[config.mk]
export PLATFORM = sky130hd
export DESIGN_NAME = req_ack_port
export DESIGN_NICKNAME = d
export VERILOG_FILES = /design/src/source/req_ack_port.sv
export SDC_FILE = /design/constraint.sdc
export NUM_CORES = 1
export LEC_CHECK = 0
export ABC_AREA = 1
export BUFFER_PORTS_ARGS = -buffer_cell sky130_fd_sc_hd__buf_2
export CORE_AREA = 2 2 39 41
export CTS_CLUSTER_SIZE = 20
export DETAILED_ROUTE_END_ITERATION = 8
export DIE_AREA = 0 0 41 43
export SLEW_MARGIN = 20
export SYNTH_ARGS = -nofsm -noshare
export SYNTH_HDL_FRONTEND = slang
export SYNTH_SLANG_ARGS = --single-unit
[constraint.sdc]
create_clock -name clk -period 1 [get_ports clk]
set_input_delay 0.2 -clock clk [delete_from_list [all_inputs] [get_ports clk]]
set_output_delay 0.2 -clock clk [all_outputs]
set_load 0.03 [all_outputs]
[src/source/req_ack_port.sv]
`timescale 1ns/1ns
`default_nettype none

// four-phase req/ack slave
// used for both the fetch and the data channel
module req_ack_port #(
  parameter type req_t = logic,
  parameter type rsp_t = logic
) (
  input  logic clk,
  input  logic reset,
  input  logic req,
  input  req_t req_payload,
  output logic ack,
  output rsp_t rsp_payload,
  output logic start,
  output req_t cmd,
  input  rsp_t result
);

  typedef enum logic [1:0] {
    st_idle,
    st_wait,
    st_ack
  } state_t;

  state_t state;

  // control path
  always_ff @(posedge clk) begin
    if (reset) begin
      state <= st_idle;
      start <= 1'b0;
    end else begin
      start <= 1'b0;
      case (state)
        st_idle: begin
          // new request, kick the memory next cycle
          if (req) begin
            state <= st_wait;
            start <= 1'b1;
          end
        end
        st_wait: begin
          // memory registers its read while start is high
          // one cycle later the result is ready
          if (!start) begin
            state <= st_ack;
          end
        end
        st_ack: begin
          // hold until the core lets go
          if (!req) begin
            state <= st_idle;
          end
        end
        default: state <= st_idle;
      endcase
    end
  end

  // ack straight from the state register
  assign ack = (state == st_ack);

  // payload path
  always_ff @(posedge clk) begin
    // request held for the whole access
    if (state == st_idle && req) begin
      cmd <= req_payload;
    end
    // response held while ack is up
    if (state == st_wait && !start) begin
      rsp_payload <= result;
    end
  end

endmodule

`default_nettype wire

* After elaboration in Yosys (flattened, before gate mapping)
Index checks and enable logic that the tools add are counted.
** Word-level totals
- Memories kept :: 0
- Output and inout bits :: 4
- Bits in read-only memories :: 0
- Register bits :: 5
- Bits of input ports :: 5
- Word-level logic and storage cells :: 21
- Latch bits :: 0
- Bits in writable memories :: 0
** Cells by class
- Bitwise logic cells :: 1
- Divide/modulo/power cells :: 0
- Muxes and demuxes :: 5
- Reduce and logical (&&, ||, !) cells :: 6
- Shift-type cells :: 0
- $lt $le $gt $ge :: 0
- Add/sub/neg operators :: 0
- Equal/unequal tests :: 5
- Multipliers :: 0
** Operator list (count)
- $mux 2 :: 3
- $ne 2x2->1 const B :: 3
- $pmux 2 s3 :: 1
- $reduce_and 3->1 :: 1
- $eq 2x1->1 const B :: 1
- $eq 2x2->1 const B :: 1
- $logic_and 1x1->1 :: 2
- $logic_not 2->1 :: 1
- $reduce_or 2->1 :: 1
- $logic_not 1->1 :: 1
- $mux 1 :: 1
- $not 1->1 :: 1

* Longest topological paths before layout
Gate-level depths: netlist of the first run.
- Word-level depth :: 3
- Gate-level depth with buffers :: 3
- Mapped depth without buffers :: 3

* Worst setup path after synthesis of the first run
Ideal clock, no wire load.
- Kind :: flip-flop to output port
- Start point :: register state[1]
- End point :: output port ack
- Path slack :: 0.012 ns
- Required time :: 0.800 ns
- Arrival time :: 0.788 ns
- Path buffers :: 0
- Cell stages (with the launch flop) :: 3
- Cell sequence :: dfxtp_1 -> inv_1 -> nor2_1
** On the way
- Cells in the longest elaborated chain, start to end :: 1
** RTL lines
- from (decl) :: line 27 : state_t state;
- from (signal assigned) :: line 32 : state <= st_idle;
- from (signal assigned) :: line 40 : state <= st_wait;
- from (signal assigned) :: line 48 : state <= st_ack;
- $eq 2x2->1 :: line 63 : assign ack = (state == st_ack);
- to (decl) :: line 14 : output logic ack,
Every way passes these cells.

* Final worst setup path of the first run
Same ends and word-level chain as after synthesis.

==> qor.yml, run 1 <==
global_routing:
  grt_overflow_total: 0
  grt_usage_pct: 4.51
  antenna_found_initial: 0
  grt_pass1_vias: 161
  grt_max_degree: 6
  grt_pass1_wl_um: 469
critical_path:
  critPathMaxFanout: 2
  required_ns: 0.80
  cp.arrival_ns: 0.81
  startpoint_type: "flip-flop"
  reg2reg_slack_ns: 0.05
  end_kind: "primary output"
  worst-setup-path-type: "reg -> out"
sta:
  period_needed_ns: 1.01
  grt_setup_unrepaired: "true"
  slew_headroom_pct: 92.2
  fin_crit_sh_pct: 101
  setup_viol: 1
  whs_ns: 0.140
  skew_ns: 0.00179
  report.final.hold_viol_count: 0
  setup_ws_ns: -0.00918
  fmax_mhz: 991
  totalNegativeSetupSlack_ns: -0.00918
  slew_viol_final: 0
  tightest_slew_ns: 0.116
power_and_ir_drop:
  ir_drop_v: 0.000214
  power_density_nw_per_um2: 1700
  p_leak_nw: 0.159
  p_total_uw: 551
placed_design:
  gp_congestion: 0.475
  dpl-instance-area_um2: 251
  portBuffers: 8
floorplanning:
  initial_core_util_pct: 13.8
  num_io_pins: 9
  die_y_um: 43
  core_area_um2: 1380
  die_w_um: 41
  die_area_um2: 1760
  core.rowCount: 14
yosys:
  async_flop_share_pct: 0
  synth.avg_cell_area_um2: 9.12
  synth.most_common_cell: "inv_1"
  synth_common_cells: "7 x inv_1, 4 x nand3_1, 3 x dfxtp_1"
  synth_fp_nets: 26
  synth_top_area_share_pct: 31.4
  synth_edf_count: 2
  ys_warn_count: 0
  syn_inst: 21
  yosys.cell_types.count: 8
  synthesis.area_um2: 191
  synth_seq_cells: 5
  seq_area_frac_synth_pct: 62.7
  ys.flop_type: "dfxtp_1"
  synth_top_cell_by_area: "dfxtp_1"
  synth_area_leaders: "dfxtp_1 31%, edfxtp_1 31%, inv_1 14%"
route:
  wl_um: 352
  routed_via_density: 3.53
  drc: 0
  drt_iter0_drc: 1
  ant_nets: 0
  first_pass_iters: 2
  num_vias: 180
  wire_per_inst_um: 6.90
layout:
  utilization_pct: 23.4
  area_growth_pct: 69.3
  fin_nets: 41
  stdcell_area_um2: 324
  seq_area_um2: 123
  antennaDiodeCount: 0
  drive_gt1_share_pct: 51.4
  multiInputGateArea_um2: 52.6
  n_fill_cell: 152
clock_network:
  insertion_delay_ns: 0.24
  cts_buffers: 3
  cts_tree: "yes"
  clock_sinks: 5
  path_clk_slew_ns: 0.04
  cts.path.max_buffers: 2
  postCtsHoldBufs: 0
  h-tree-depth: 1
  root_buffer: "clkbuf_4"
job:
  maxCapViolations: 0
min_path:
  min_path_type: "in -> reg"
outcome:
  status: "finished, violations left"
  violations: "setup timing"
-- through the flow --
| stage | setup WS (ns) | cells |
|---|---|---|
| 3_5_place_dp | 0.124 | 45 |
| 4_1_cts | -0.0670 | 51 |
| 6_report | -0.00918 | 51 |
| 5_1_grt | -0.0508 | 51 |
| 3_3_place_gp | 0.130 | 45 |
| 2_1_floorplan | 0.0118 | 21 |
-- placed cells by master, fill, tap and decap left out, types with 2 or more instances in the layout --
master	Yosys	layout
inv_1	7	6
nand3_1	4	4
buf_2	0	4
clkbuf_4	0	3
buf_6	0	3
buf_4	0	3
edfxtp_1	2	2
dfxtp_2	0	2
-- what timing repair did --
item,4_1_cts,5_1_grt
pin swaps,1,1
gates resized for setup,3,12
setup buffers,2,0
setup endpoints to repair,1,5
-- per-layer routing --
metal	vias up	share of wire, %	track usage [%]
li1	92	-	-
met1	81	31	2.56
met2	7	57	6.88
met3	0	12	1.57
met4	0	0	8.00
met5	-	0	0
-- power breakdown --
| group | leakage, nW | switching (mW) | internal (mW) |
|---|---|---|---|
| Combinational | 0.0997 | 0.0468 | 0.0387 |
| Clock | 0.0150 | 0.0750 | 0.150 |
| Sequential | 0.0443 | 0.0107 | 0.230 |
| Total | 0.159 | 0.132 | 0.419 |
-- cell families after synthesis --
group | Yosys count | share of synthesized area, %
compound gates | 2 | 7.19
buf+inv | 7 | 13.7
flops | 5 | 62.7
simple gates | 7 | 16.3
-- registers in the layout (all words and copies together) (netlist names) --
register	cells
state	2
cmd	1
rsp_payload	1
start	1
-- cell type report --
type,count,share of cell area [%]
Sequential cell,5,37.8
Timing Repair Buffer,10,23.6
Multi-Input combinational cell,9,16.2
Clock buffer,4,8.11
Inverter,7,8.11
Tap cell,16,6.18
-- critical path: stages (launching register included) --
cell and delay [ns]:
dfxtp_2 0.33, inv_2 0.05, nor2_4 0.07, buf_6 0.13
-- path summary, 6_finish.rpt --
| check | cells past startpoint | startpoint | endpoint |
|---|---|---|---|
| max | 3 | state[1]$_SDFFE_PP0P_ | ack |
| min | 1 | result | rsp_payload$_DFFE_PP_ |
| max reg2reg | 4 | state[1]$_SDFFE_PP0P_ | cmd$_DFFE_PP_ |
| min reg2reg | 2 | start$_SDFF_PP0_ | state[0]$_SDFFE_PP0P_ |
Power figures use the tool's default switching activity.
==> inputs of run 2 (changes only) <==
--- a/config.mk
+++ b/config.mk
@@ -7,10 +7,13 @@
 export LEC_CHECK = 0
 export ABC_AREA = 1
 export BUFFER_PORTS_ARGS = -buffer_cell sky130_fd_sc_hd__buf_2
+export CELL_PAD_IN_SITES_DETAIL_PLACEMENT = 1
+export CELL_PAD_IN_SITES_GLOBAL_PLACEMENT = 1
 export CORE_AREA = 2 2 39 41
 export CTS_CLUSTER_SIZE = 20
 export DETAILED_ROUTE_END_ITERATION = 8
 export DIE_AREA = 0 0 41 43
+export PLACE_DENSITY_LB_ADDON = 0.1
 export SLEW_MARGIN = 20
 export SYNTH_ARGS = -nofsm -noshare
 export SYNTH_HDL_FRONTEND = slang
==> constraint.sdc (replaced) <==
create_clock -name clk -period 1 [get_ports clk]
set_input_delay 0.2 -clock clk [delete_from_list [all_inputs] [get_ports clk]]
set_output_delay 0.2 -clock clk [all_outputs]
set_load 0.1 [all_outputs]
==> run 2 against run 1 <==
  * The flow still finishes with violations (setup timing)
  * Register-to-register slack got worse by 0.04 ns
  * Sequential cell count did not move
  * Worst setup slack got worse by 0.094 ns
  * Worst hold slack got worse by 0.0055 ns
  * Critical path depth did not move
  * Critical path type unchanged
  * Largest cell class unchanged
==> qor.yml, run 2 (synthesis results as in run 1) <==
placed_design:
  gp_congestion: 0.685  # +44%
  hpwl_um: 361
  dp_slack_ns: 0.0603  # -0.0642 ns
  dp.cells: 45  # unchanged
  portBuffers: 8  # unchanged
floorplanning:
  die_area_um2: 1760  # unchanged
  initial_core_util_pct: 13.8  # unchanged
  die_y_um: 43  # unchanged
  core_area_um2: 1380  # unchanged
  num_io_pins: 9  # unchanged
  die_w_um: 41  # unchanged
  core.rowCount: 14  # unchanged
route:
  m1WireLength_um: 180  # +65%
  top_layer_used: "met3"
  drt_iter0_drc: 2  # +1
  wl_met3_um: 60  # +46%
  wl_met2_um: 262  # +30%
  wl_um: 504  # +43%
  wire_per_inst_um: 10.1  # +46%
  first_pass_iters: 4  # +2
  routed_via_density: 3.96  # +12%
  num_vias: 198  # +10%
  drc: 0  # unchanged
  ant_nets: 0  # unchanged
power_and_ir_drop:
  p_total_uw: 641  # +16%
  ir_drop_v: 0.000636  # +200%
  power_density_nw_per_um2: 1780  # +4.9%
  p_leak_nw: 0.168  # +5.4%
clock_network:
  h-tree-depth: 1  # unchanged
  insertion_delay_ns: 0.24  # about the same
  root_buffer: "clkbuf_4"
  cts.path.max_buffers: 2  # unchanged
  cts_buffers: 3  # unchanged
  cts_tree: "yes"
  path_clk_slew_ns: 0.04  # about the same
  clock_sinks: 5  # unchanged
  postCtsHoldBufs: 0  # unchanged
outcome:
  status: "finished, violations left"
  violations: "setup timing"
critical_path:
  required_ns: 0.80  # about the same
  path_delay_family: "flip-flops"
  startpoint_type: "flip-flop"
  critPathMaxFanout: 3  # +1
  end_kind: "primary output"
  path_cells: "inv_2, nor2_4, buf_12"
  worst-setup-path-type: "reg -> out"
  crit_path_max_incr_delay_ns: 0.33  # about the same
  cp.arrival_ns: 0.90  # +0.09 ns
  slowest_stage: "dfxtp_2"
  critPathBufInv: 2  # unchanged
sta:
  setup_viol: 3  # +2
  fin_crit_sh_pct: 110  # +9.4 points
  setup_ws_ns: -0.103  # -0.0937 ns
  tightest_slew_ns: 0.147  # +0.0308 ns
  fmax_mhz: 907  # -8.5%
  report.final.hold_viol_count: 0  # unchanged
  skew_ns: 0.000198  # -0.00159 ns
  grt_setup_unrepaired: "true"
  period_needed_ns: 1.10  # +0.0937 ns
  slew_headroom_pct: 90.2  # -2.1 points
  slew_viol_final: 0  # unchanged
layout:
  largest_reg_flops: 2  # unchanged
  utilization_pct: 25.9  # +2.5 points
  final_cell_mix: "6 x inv_1, 4 x nand3_1, 4 x buf_2, 4 x buf_12, 3 x clkbuf_4"
  antennaDiodeCount: 0  # unchanged
  final_common_cell: "inv_1"
  area_growth_pct: 87.6
  n_fill_cell: 164  # +7.9%
  final_cells: 50  # -2.0%
  fin_nets: 40  # -2.4%
  drive_gt1_share_pct: 52.9  # +1.5 points
  regMostFlops: "state"
global_routing:
  grt_max_degree: 6  # unchanged
  grt_usage_pct: 7.94  # +3.4 points
  antenna_found_initial: 0  # unchanged
  grt_pass1_vias: 214  # +33%
  grt_pass1_wl_um: 759  # +62%
  grt_overflow_total: 0  # unchanged
job:
  maxCapViolations: 0  # unchanged
min_path:
  min_path_type: "in -> reg"
## run 2: cell count changes in the layout (fill, tap and decap cells not counted)
cell | before | now
buf_6 | 3 | 0
buf_12 | 0 | 4
dfxtp_1 | 1 | 0
dfxtp_4 | 0 | 1
buf_4 | 3 | 1
## run 2: worst paths after layout
kind                          from  slack, ns                    end  cells after the start
max          state[1]$_SDFFE_PP0P_      -0.10                    ack                      3
min reg2reg       start$_SDFF_PP0_       0.53  state[0]$_SDFFE_PP0P_                      2
max reg2reg  state[1]$_SDFFE_PP0P_       0.01          cmd$_DFFE_PP_                      4
min                         result       0.13  rsp_payload$_DFFE_PP_                      1
## run 2: per-layer routing
metal	track usage, %	vias to the layer above
li1	-	91
met1	4.84	95
met2	11.6	12
met3	9.42	0
met4	6.00	0
met5	0	-
## run 2: area by class of cell
cell class	count	area (µm²)	share of cell area, %
flip-flops and latches	5	126	35.2
repair buffers	9	108	30.0
multi-input cells	9	52.6	14.6
clock buffers	4	26.3	7.32
inverters	7	26.3	7.32
well taps	16	20.0	5.57
## run 2: timing repair
item                       in CTS  in global routing
buffers inserted                1                  0
setup endpoints to repair       3                  5
resized for setup               3                  0
## run 2: through the flow
| step | hold slack [ns] | TNS, ns | instance area [µm²] |
|---|---|---|---|
| after floorplan | 0.269 | -0.286 | 203 |
| after global placement | 0.382 | 0 | 323 |
| after detailed placement | 0.387 | 0 | 323 |
| after CTS | 0.125 | -0.257 | 359 |
| after global routing | 0.122 | -0.362 | 359 |
| final | 0.135 | -0.199 | 359 |
## run 2: where the power goes
group	switching [mW]	internal (mW)
Combinational	0.103	0.0565
Clock	0.0865	0.151
Sequential	0.0147	0.229
