## src/source/mem_sys_config.svh

```systemverilog
`ifndef MEM_SYS_CONFIG_SVH
`define MEM_SYS_CONFIG_SVH

// memory subsystem sizing

// number of 64-bit words in the shared code/data RAM
// keep this a power of two, word indices wrap by truncation
`define MEM_WORDS 4096

// width of a core byte address
// rv64 core, so full 64 bits
`define ADDR_BITS 64

// derived values live in the packages
// mem_word_pkg turns MEM_WORDS into the word index width
// core_access_pkg turns ADDR_BITS into the address type

`endif

```

## src/source/mem_word_pkg.sv

```systemverilog
`default_nettype none

`include "mem_sys_config.svh"

// physical memory view: words, lane masks, indices
package mem_word_pkg;

  // one RAM word, 8 byte lanes
  typedef logic [63:0] word_t;

  // bit-level write mask, one bit per data bit of the word
  typedef logic [63:0] lane_mask_t;

  // index width follows the configured depth
  localparam int IDX_BITS = $clog2(`MEM_WORDS);

  // word index into the RAM array
  typedef logic [IDX_BITS-1:0] word_idx_t;

  // one 32-bit instruction, half a word
  typedef logic [31:0] inst_t;

endpackage

`default_nettype wire

```

## src/source/core_access_pkg.sv

```systemverilog
`default_nettype none

`include "mem_sys_config.svh"

// core-side view: what the core asks for and what it gets back
package core_access_pkg;

  // byte address as seen by the core
  typedef logic [`ADDR_BITS-1:0] addr_t;

  // access width of a load or store
  typedef enum logic [1:0] {
    size_byte,
    size_half,
    size_word,
    size_dword
  } access_size_t;

  // instruction fetch, 4-byte aligned address
  typedef struct packed {
    addr_t addr;
  } fetch_req_t;

  // fetched instruction
  typedef struct packed {
    mem_word_pkg::inst_t inst;
  } fetch_rsp_t;

  // load or store request
  // wdata is right aligned, only the low size bytes matter
  typedef struct packed {
    addr_t               addr;
    access_size_t        size;
    logic                is_signed;
    logic                write;
    mem_word_pkg::word_t wdata;
  } data_req_t;

  // load result, already extended to 64 bits
  // don't care after a store
  typedef struct packed {
    mem_word_pkg::word_t rdata;
  } data_rsp_t;

endpackage

`default_nettype wire

```

## src/source/load_store_align.sv

```systemverilog
`timescale 1ns/1ns
`default_nettype none

// byte lane handling for the data channel
// request side: index, mask, shifted store data
// response side: pick lanes out of the raw word and extend
module load_store_align (
  input  core_access_pkg::data_req_t cmd,
  output mem_word_pkg::word_idx_t    data_idx,
  output mem_word_pkg::lane_mask_t   write_mask,
  output mem_word_pkg::word_t        write_data,
  input  mem_word_pkg::word_t        raw_word,
  output core_access_pkg::data_rsp_t result
);

  // byte offset inside the word, truncated to the size
  logic [2:0] offset;
  // same offset in bits
  logic [5:0] bit_shift;
  // unshifted mask for the access width
  mem_word_pkg::lane_mask_t size_mask;
  // raw word with the addressed lanes moved to the bottom
  mem_word_pkg::word_t shifted_word;
  // extended load value
  mem_word_pkg::word_t load_value;

  // word index, wraps by truncation like the fetch side
  assign data_idx = cmd.addr[3 +: mem_word_pkg::IDX_BITS];

  // no misaligned support, low address bits just dropped
  always_comb begin
    case (cmd.size)
      core_access_pkg::size_byte: begin
        offset    = cmd.addr[2:0];
        size_mask = 64'h0000_0000_0000_00ff;
      end
      core_access_pkg::size_half: begin
        offset    = {cmd.addr[2:1], 1'b0};
        size_mask = 64'h0000_0000_0000_ffff;
      end
      core_access_pkg::size_word: begin
        offset    = {cmd.addr[2], 2'b00};
        size_mask = 64'h0000_0000_ffff_ffff;
      end
      default: begin
        // dword, always the whole word
        offset    = 3'b000;
        size_mask = '1;
      end
    endcase
  end

  assign bit_shift = {offset, 3'b000};

  // store side
  assign write_mask = size_mask << bit_shift;
  assign write_data = cmd.wdata << bit_shift;

  // load side
  assign shifted_word = raw_word >> bit_shift;

  always_comb begin
    case (cmd.size)
      core_access_pkg::size_byte:
        load_value = {{56{cmd.is_signed & shifted_word[7]}}, shifted_word[7:0]};
      core_access_pkg::size_half:
        load_value = {{48{cmd.is_signed & shifted_word[15]}}, shifted_word[15:0]};
      core_access_pkg::size_word:
        load_value = {{32{cmd.is_signed & shifted_word[31]}}, shifted_word[31:0]};
      // dword needs no extension
      default:
        load_value = shifted_word;
    endcase
  end

  assign result.rdata = load_value;

endmodule

`default_nettype wire

```

## config.mk

```make
export PLATFORM = sky130hd
export DESIGN_NAME = load_store_align
export DESIGN_NICKNAME = d
export VERILOG_FILES = /design/src/source/mem_word_pkg.sv /design/src/source/core_access_pkg.sv /design/src/source/load_store_align.sv
export VERILOG_INCLUDE_DIRS = /design/src /design/src/source
export SDC_FILE = /design/constraint.sdc
export NUM_CORES = 1
export LEC_CHECK = 0
export BUFFER_PORTS_ARGS = -buffer_cell sky130_fd_sc_hd__buf_2
export CORE_AREA = 2 2 155 157
export DETAILED_ROUTE_END_ITERATION = 10
export DIE_AREA = 0 0 157 159
export MAX_ROUTING_LAYER = met4
export PLACE_DENSITY_LB_ADDON = 0.1
export RECOVER_POWER = 50
export SYNTH_ARGS = -nofsm -noshare
export SYNTH_HDL_FRONTEND = slang
export SYNTH_SLANG_ARGS = --single-unit
```

## constraint.sdc

```tcl
create_clock -name vclk -period 8.1
set_input_delay 1.62 -clock vclk [all_inputs]
set_output_delay 1.62 -clock vclk [all_outputs]
set_load 0.05 [all_outputs]
```

[After elaboration in Yosys (flattened, before gate mapping)]
Index checks and enable logic that the tools add are counted.
Operators by class
  reductions and logical operators: 1
  equal/unequal tests: 2
  bitwise gates (word level): 3
  shifts and indexed selects: 3
  multiplexer cells: 3
Operators with widths (count)
  $pmux 64 s3: 2
  $shl 64x6->64: 2
  $shr 64x6->64: 1
  $pmux 3 s3: 1
  $and 1x1->1: 3
  $eq 2x1->1 const B: 1
  $eq 2x2->1 const B: 1
  $logic_not 2->1: 1
Storage, ports and cells
  input port bits: 196
  register bits after elaboration: 0
  logic and storage cells: 12

[Longest topological paths before layout]
  word-level depth: 5
  mapped depth: 9
  mapped depth without buffers: 5

[Worst setup path before layout]
OpenSTA, ideal clock, no wires.
  path kind: in2out
  start: input port cmd[66] (netlist name)
  end: output port write_data[0]
  required time: 6.480 ns
  slack: 2.392 ns
  cell stages on the path: 7
  arrival time: 4.088 ns
  cells stage by stage: buf_2 buf_2 buf_2 nand2b_1 o21ai_1 nor2_1 and2_1
Between the ends
  longest elaborated chain between the ends: 3
Ends and longest elaborated chain
  start: declaration: line load_store_align.sv:8  | input core_access_pkg::data_req_t cmd,
  $eq 2x2->1 (tied with other cells): line load_store_align.sv:32  | case (cmd.size)
  $pmux 3 s3 (*): line load_store_align.sv:32
  $shl 64x6->64 (*): line load_store_align.sv:57  | assign write_data = cmd.wdata << bit_shift;
  end: declaration: line load_store_align.sv:11  | output mem_word_pkg::word_t write_data,
Every way passes the cells marked *; elsewhere a longest branch is shown, timed or not.

[Final worst setup path]
  start: input port cmd[67] (netlist name)
  end: output port write_data[59]
The elaborated chain is that of the path after synthesis.

==> flow_results.xml <==
<?xml version="1.0" encoding="UTF-8"?>
<metrics>
  <group name="detailed_routing">
    <metric name="routedWlPerCell" unit="um">21.2</metric>
    <metric name="drcViolationCount" unit="">0</metric>
    <metric name="routed_wl" unit="um">26100</metric>
    <metric name="drtAntennaViolNets" unit="">0</metric>
    <metric name="vias" unit="">6199</metric>
    <metric name="viasPerCell" unit="">5.05</metric>
    <metric name="first_iter_violations" unit="">317</metric>
    <metric name="number_of_iterations_in_the_first_detailed_routing_pass" unit="">5</metric>
  </group>
  <group name="yosys">
    <metric name="number_of_distinct_standard_cells_referenced_by_the_synthesized_netlist" unit="">58</metric>
    <metric name="synthesis.nets" unit="">902</metric>
    <metric name="ys_warn_count" unit="">0</metric>
    <metric name="seq_total_area_yosys" unit="%">0</metric>
    <metric name="synth_area" unit="um^2">4690</metric>
    <metric name="syn-mean-instance-area" unit="um^2">6.65</metric>
    <metric name="syn_inst" unit="">706</metric>
  </group>
  <group name="cts">
    <metric name="postCtsResizedCells" unit="">0</metric>
    <metric name="postCtsHoldBufs" unit="">0</metric>
    <metric name="cts_setup_buffers" unit="">0</metric>
  </group>
  <group name="grt">
    <metric name="globalRoute.totalOverflow" unit="">0</metric>
    <metric name="grt_antenna_before_repair" unit="">5</metric>
    <metric name="gr-usage-all-layers" unit="%">20.0</metric>
    <metric name="grt_start_max_net_pins" unit="">54</metric>
    <metric name="first_global_vias" unit="">5997</metric>
    <metric name="global_route_wire_length_before_repair" unit="um">38300</metric>
  </group>
  <group name="critical_path">
    <metric name="worstSetupStartpointType" unit="">input port</metric>
    <metric name="worst_path_dominant_cell_family" unit="">buffers and inverters</metric>
    <metric name="crit_end_element" unit="">primary output</metric>
    <metric name="criticalPathCategory" unit="">input port to primary output</metric>
    <metric name="top_fanout_value_on_the_critical_path" unit="">49</metric>
    <metric name="path_buf_inv" unit="">4</metric>
    <metric name="critical-path-top-cell-by-count" unit="">sky130_fd_sc_hd__buf_2</metric>
    <metric name="critical_path_cell_by_cell" unit="">buf_2 -&gt; buf_4 -&gt; or3b_1 -&gt; clkbuf_2 -&gt; mux4_2 -&gt; mux2_2 -&gt; buf_2</metric>
    <metric name="critPathSlowestCell" unit="">sky130_fd_sc_hd__clkbuf_2</metric>
    <metric name="worstSetupEndpoint" unit="">write_data[59]</metric>
    <metric name="slowest_delay" unit="ps">1090</metric>
    <metric name="worstSetupStartpoint" unit="">cmd[67]</metric>
    <metric name="worst-endpoint-arrival" unit="ps">5330</metric>
    <metric name="critPathRequiredTime" unit="ps">6480</metric>
    <metric name="crit_cells" unit="">7</metric>
  </group>
  <group name="power">
    <metric name="ir_drop" unit="mV">0.0559</metric>
    <metric name="clockPowerShare" unit="%">0</metric>
    <metric name="pwr-share-comb" unit="%">100.0</metric>
    <metric name="share_seq_of_total_power" unit="%">0</metric>
    <metric name="power.switching" unit="mW">0.578</metric>
    <metric name="internal-power" unit="mW">0.183</metric>
    <metric name="p_leak" unit="nW">2.80</metric>
    <metric name="netSwitchingFraction" unit="%">76.0</metric>
    <metric name="power_density" unit="nW/um^2">129</metric>
    <metric name="fin_total_pwr" unit="mW">0.761</metric>
  </group>
  <group name="timing">
    <metric name="slew_at_the_pin_closest_to_its_max_slew_limit" unit="ps">1510</metric>
    <metric name="setup_tns" unit="ps">0</metric>
    <metric name="rsz0062_at_grt" unit="">no</metric>
    <metric name="timing.fmax" unit="MHz">144</metric>
    <metric name="min_period" unit="ps">6950</metric>
    <metric name="hold_violations" unit="">0</metric>
    <metric name="setup-violations-final" unit="">0</metric>
    <metric name="final_min_period_over_clock_period" unit="%">85.8</metric>
    <metric name="maxSlewViolCount" unit="">54</metric>
    <metric name="max_slew_margin" unit="%">-0.838</metric>
  </group>
  <group name="job">
    <metric name="cap_violations" unit="">1</metric>
  </group>
  <group name="die">
    <metric name="dieArea" unit="um^2">25000</metric>
    <metric name="io_count" unit="">400</metric>
    <metric name="floorplan.rows" unit="">56</metric>
    <metric name="floorplan.core_area" unit="um^2">23200</metric>
    <metric name="die_width" unit="um">157</metric>
    <metric name="initial_utilization" unit="%">20.2</metric>
    <metric name="vert_die_dim" unit="um">159</metric>
  </group>
  <group name="worst_hold_path">
    <metric name="worstHoldPathType" unit="">input port to primary output</metric>
    <metric name="hp-start" unit="">cmd[82]</metric>
  </group>
  <group name="layout">
    <metric name="clock_buffer_count" unit="">0</metric>
    <metric name="seq_area" unit="um^2">0</metric>
    <metric name="synthToLayoutAreaGrowth" unit="%">25.7</metric>
    <metric name="proportion_of_layout_cells_with_a_drive_suffix_above_1" unit="%">37.2</metric>
    <metric name="finalCoreUtilization" unit="%">25.4</metric>
    <metric name="final_nets" unit="">1103</metric>
    <metric name="fillCellCount" unit="">2719</metric>
    <metric name="layout.sequential_cells" unit="">0</metric>
  </group>
  <group name="placement">
    <metric name="io_buffer_count" unit="">326</metric>
    <metric name="final_hpwl_dp" unit="um">19500</metric>
    <metric name="gp_congestion" unit="">0.770</metric>
  </group>
  <group name="run_status">
    <metric name="violations" unit="">max-capacitance violations, max-slew violations</metric>
    <metric name="outcome" unit="">finished with violations</metric>
  </group>
</metrics>
-- cell type report --
cell class	count	area, um^2	share of cell area, %
antenna	4	10.0	0.170
timing repair buffer	344	1660	28.1
multi-input combinational	557	3820	64.7
tap	319	399	6.77
inverter	4	15.0	0.255
-- synth_stat cells (12+ instances only) --
| cell | count | area, um^2 |
|---|---|---|
| sky130_fd_sc_hd__a21oi_1 | 102 | 510 |
| sky130_fd_sc_hd__buf_1 | 12 | 45.0 |
| sky130_fd_sc_hd__o21ai_0 | 14 | 70.1 |
| sky130_fd_sc_hd__nor2_1 | 29 | 109 |
| sky130_fd_sc_hd__o211ai_1 | 23 | 173 |
| sky130_fd_sc_hd__clkbuf_1 | 28 | 105 |
| sky130_fd_sc_hd__nand2_1 | 141 | 529 |
| sky130_fd_sc_hd__mux2i_1 | 15 | 150 |
| sky130_fd_sc_hd__and2_1 | 18 | 113 |
| sky130_fd_sc_hd__and3_1 | 14 | 87.6 |
| sky130_fd_sc_hd__mux4_2 | 36 | 811 |
| sky130_fd_sc_hd__buf_4 | 70 | 526 |
| sky130_fd_sc_hd__nand3_1 | 49 | 245 |
| sky130_fd_sc_hd__buf_2 | 27 | 135 |
-- logic make-up (layout without fill, tap and decap cells) --
kind of cell           Yosys count  count (layout)  synth area share (%)
AND/OR/NAND/NOR                287             287                  29.2
XOR/XNOR                         1               1                 0.187
multiplexers                    58              58                  22.2
buffers and inverters          149             348                  19.5
other                            0               4                     0
AO/OA/AOI/OAI                  211             211                  29.0
-- per-layer routing --
metal / vias to the layer above / GRT usage, % / wire length, um
li1: 2923 / - / -
met1: 2953 / 26.3 / 11200
met3: 19 / 1.85 / 1710
met4: 0 / 2.25 / 227
met5: - / - / 0
met2: 304 / 34.4 / 12900
-- cell usage in the layout (no fill, tap or decap), types with 9 or more instances in the layout --
cell / netlist / final
sky130_fd_sc_hd__clkbuf_1: 28 / 83
sky130_fd_sc_hd__nand2_1: 141 / 141
sky130_fd_sc_hd__nand3_2: 10 / 10
sky130_fd_sc_hd__nor2_1: 29 / 29
sky130_fd_sc_hd__mux4_2: 36 / 36
sky130_fd_sc_hd__and3_1: 14 / 14
sky130_fd_sc_hd__a31oi_1: 9 / 9
sky130_fd_sc_hd__buf_2: 27 / 243
sky130_fd_sc_hd__o21ai_0: 14 / 14
sky130_fd_sc_hd__o211ai_1: 23 / 23
sky130_fd_sc_hd__buf_4: 70 / 16
sky130_fd_sc_hd__mux2i_1: 15 / 15
sky130_fd_sc_hd__nand3_1: 49 / 49
sky130_fd_sc_hd__a21oi_1: 102 / 102
sky130_fd_sc_hd__and2_1: 18 / 18
-- per-stage QoR --
| step | cell area (um^2) | hold slack [ps] | instances | setup slack [ps] |
|---|---|---|---|---|
| 6_report | 5900 | 3240 | 1228 | 1150 |
| 5_1_grt | 5900 | 3240 | 1228 | 843 |
| 4_1_cts | 6000 | 3240 | 1224 | 1800 |
| 3_5_place_dp | 6000 | 3240 | 1224 | 1810 |
| 3_3_place_gp | 6000 | 3240 | 1224 | 1810 |
| 2_1_floorplan | 4690 | 3410 | 706 | 2390 |
-- power groups by stage --
stage	clock network (mW)	registers [mW]	logic [mW]
after global placement	0	0	0.776
final	0.0000000663	0	0.761
after detailed placement	0	0	0.774
after floorplan	0	0	0.614
after global routing	0.0000000662	0	0.804
after CTS	0	0	0.776
-- how the worst min path moves through the flow --
stage / slack, ps / cells after the start / to
after floorplan: 3410 / 1 / data_idx[0]
after global placement: 3240 / 0 / data_idx[0]
after detailed placement: 3240 / 0 / data_idx[0]
after CTS: 3240 / 0 / data_idx[0]
after global routing: 3240 / 0 / data_idx[11]
final: 3240 / 0 / data_idx[11]
No activity file was read; power rests on OpenSTA's default activity.
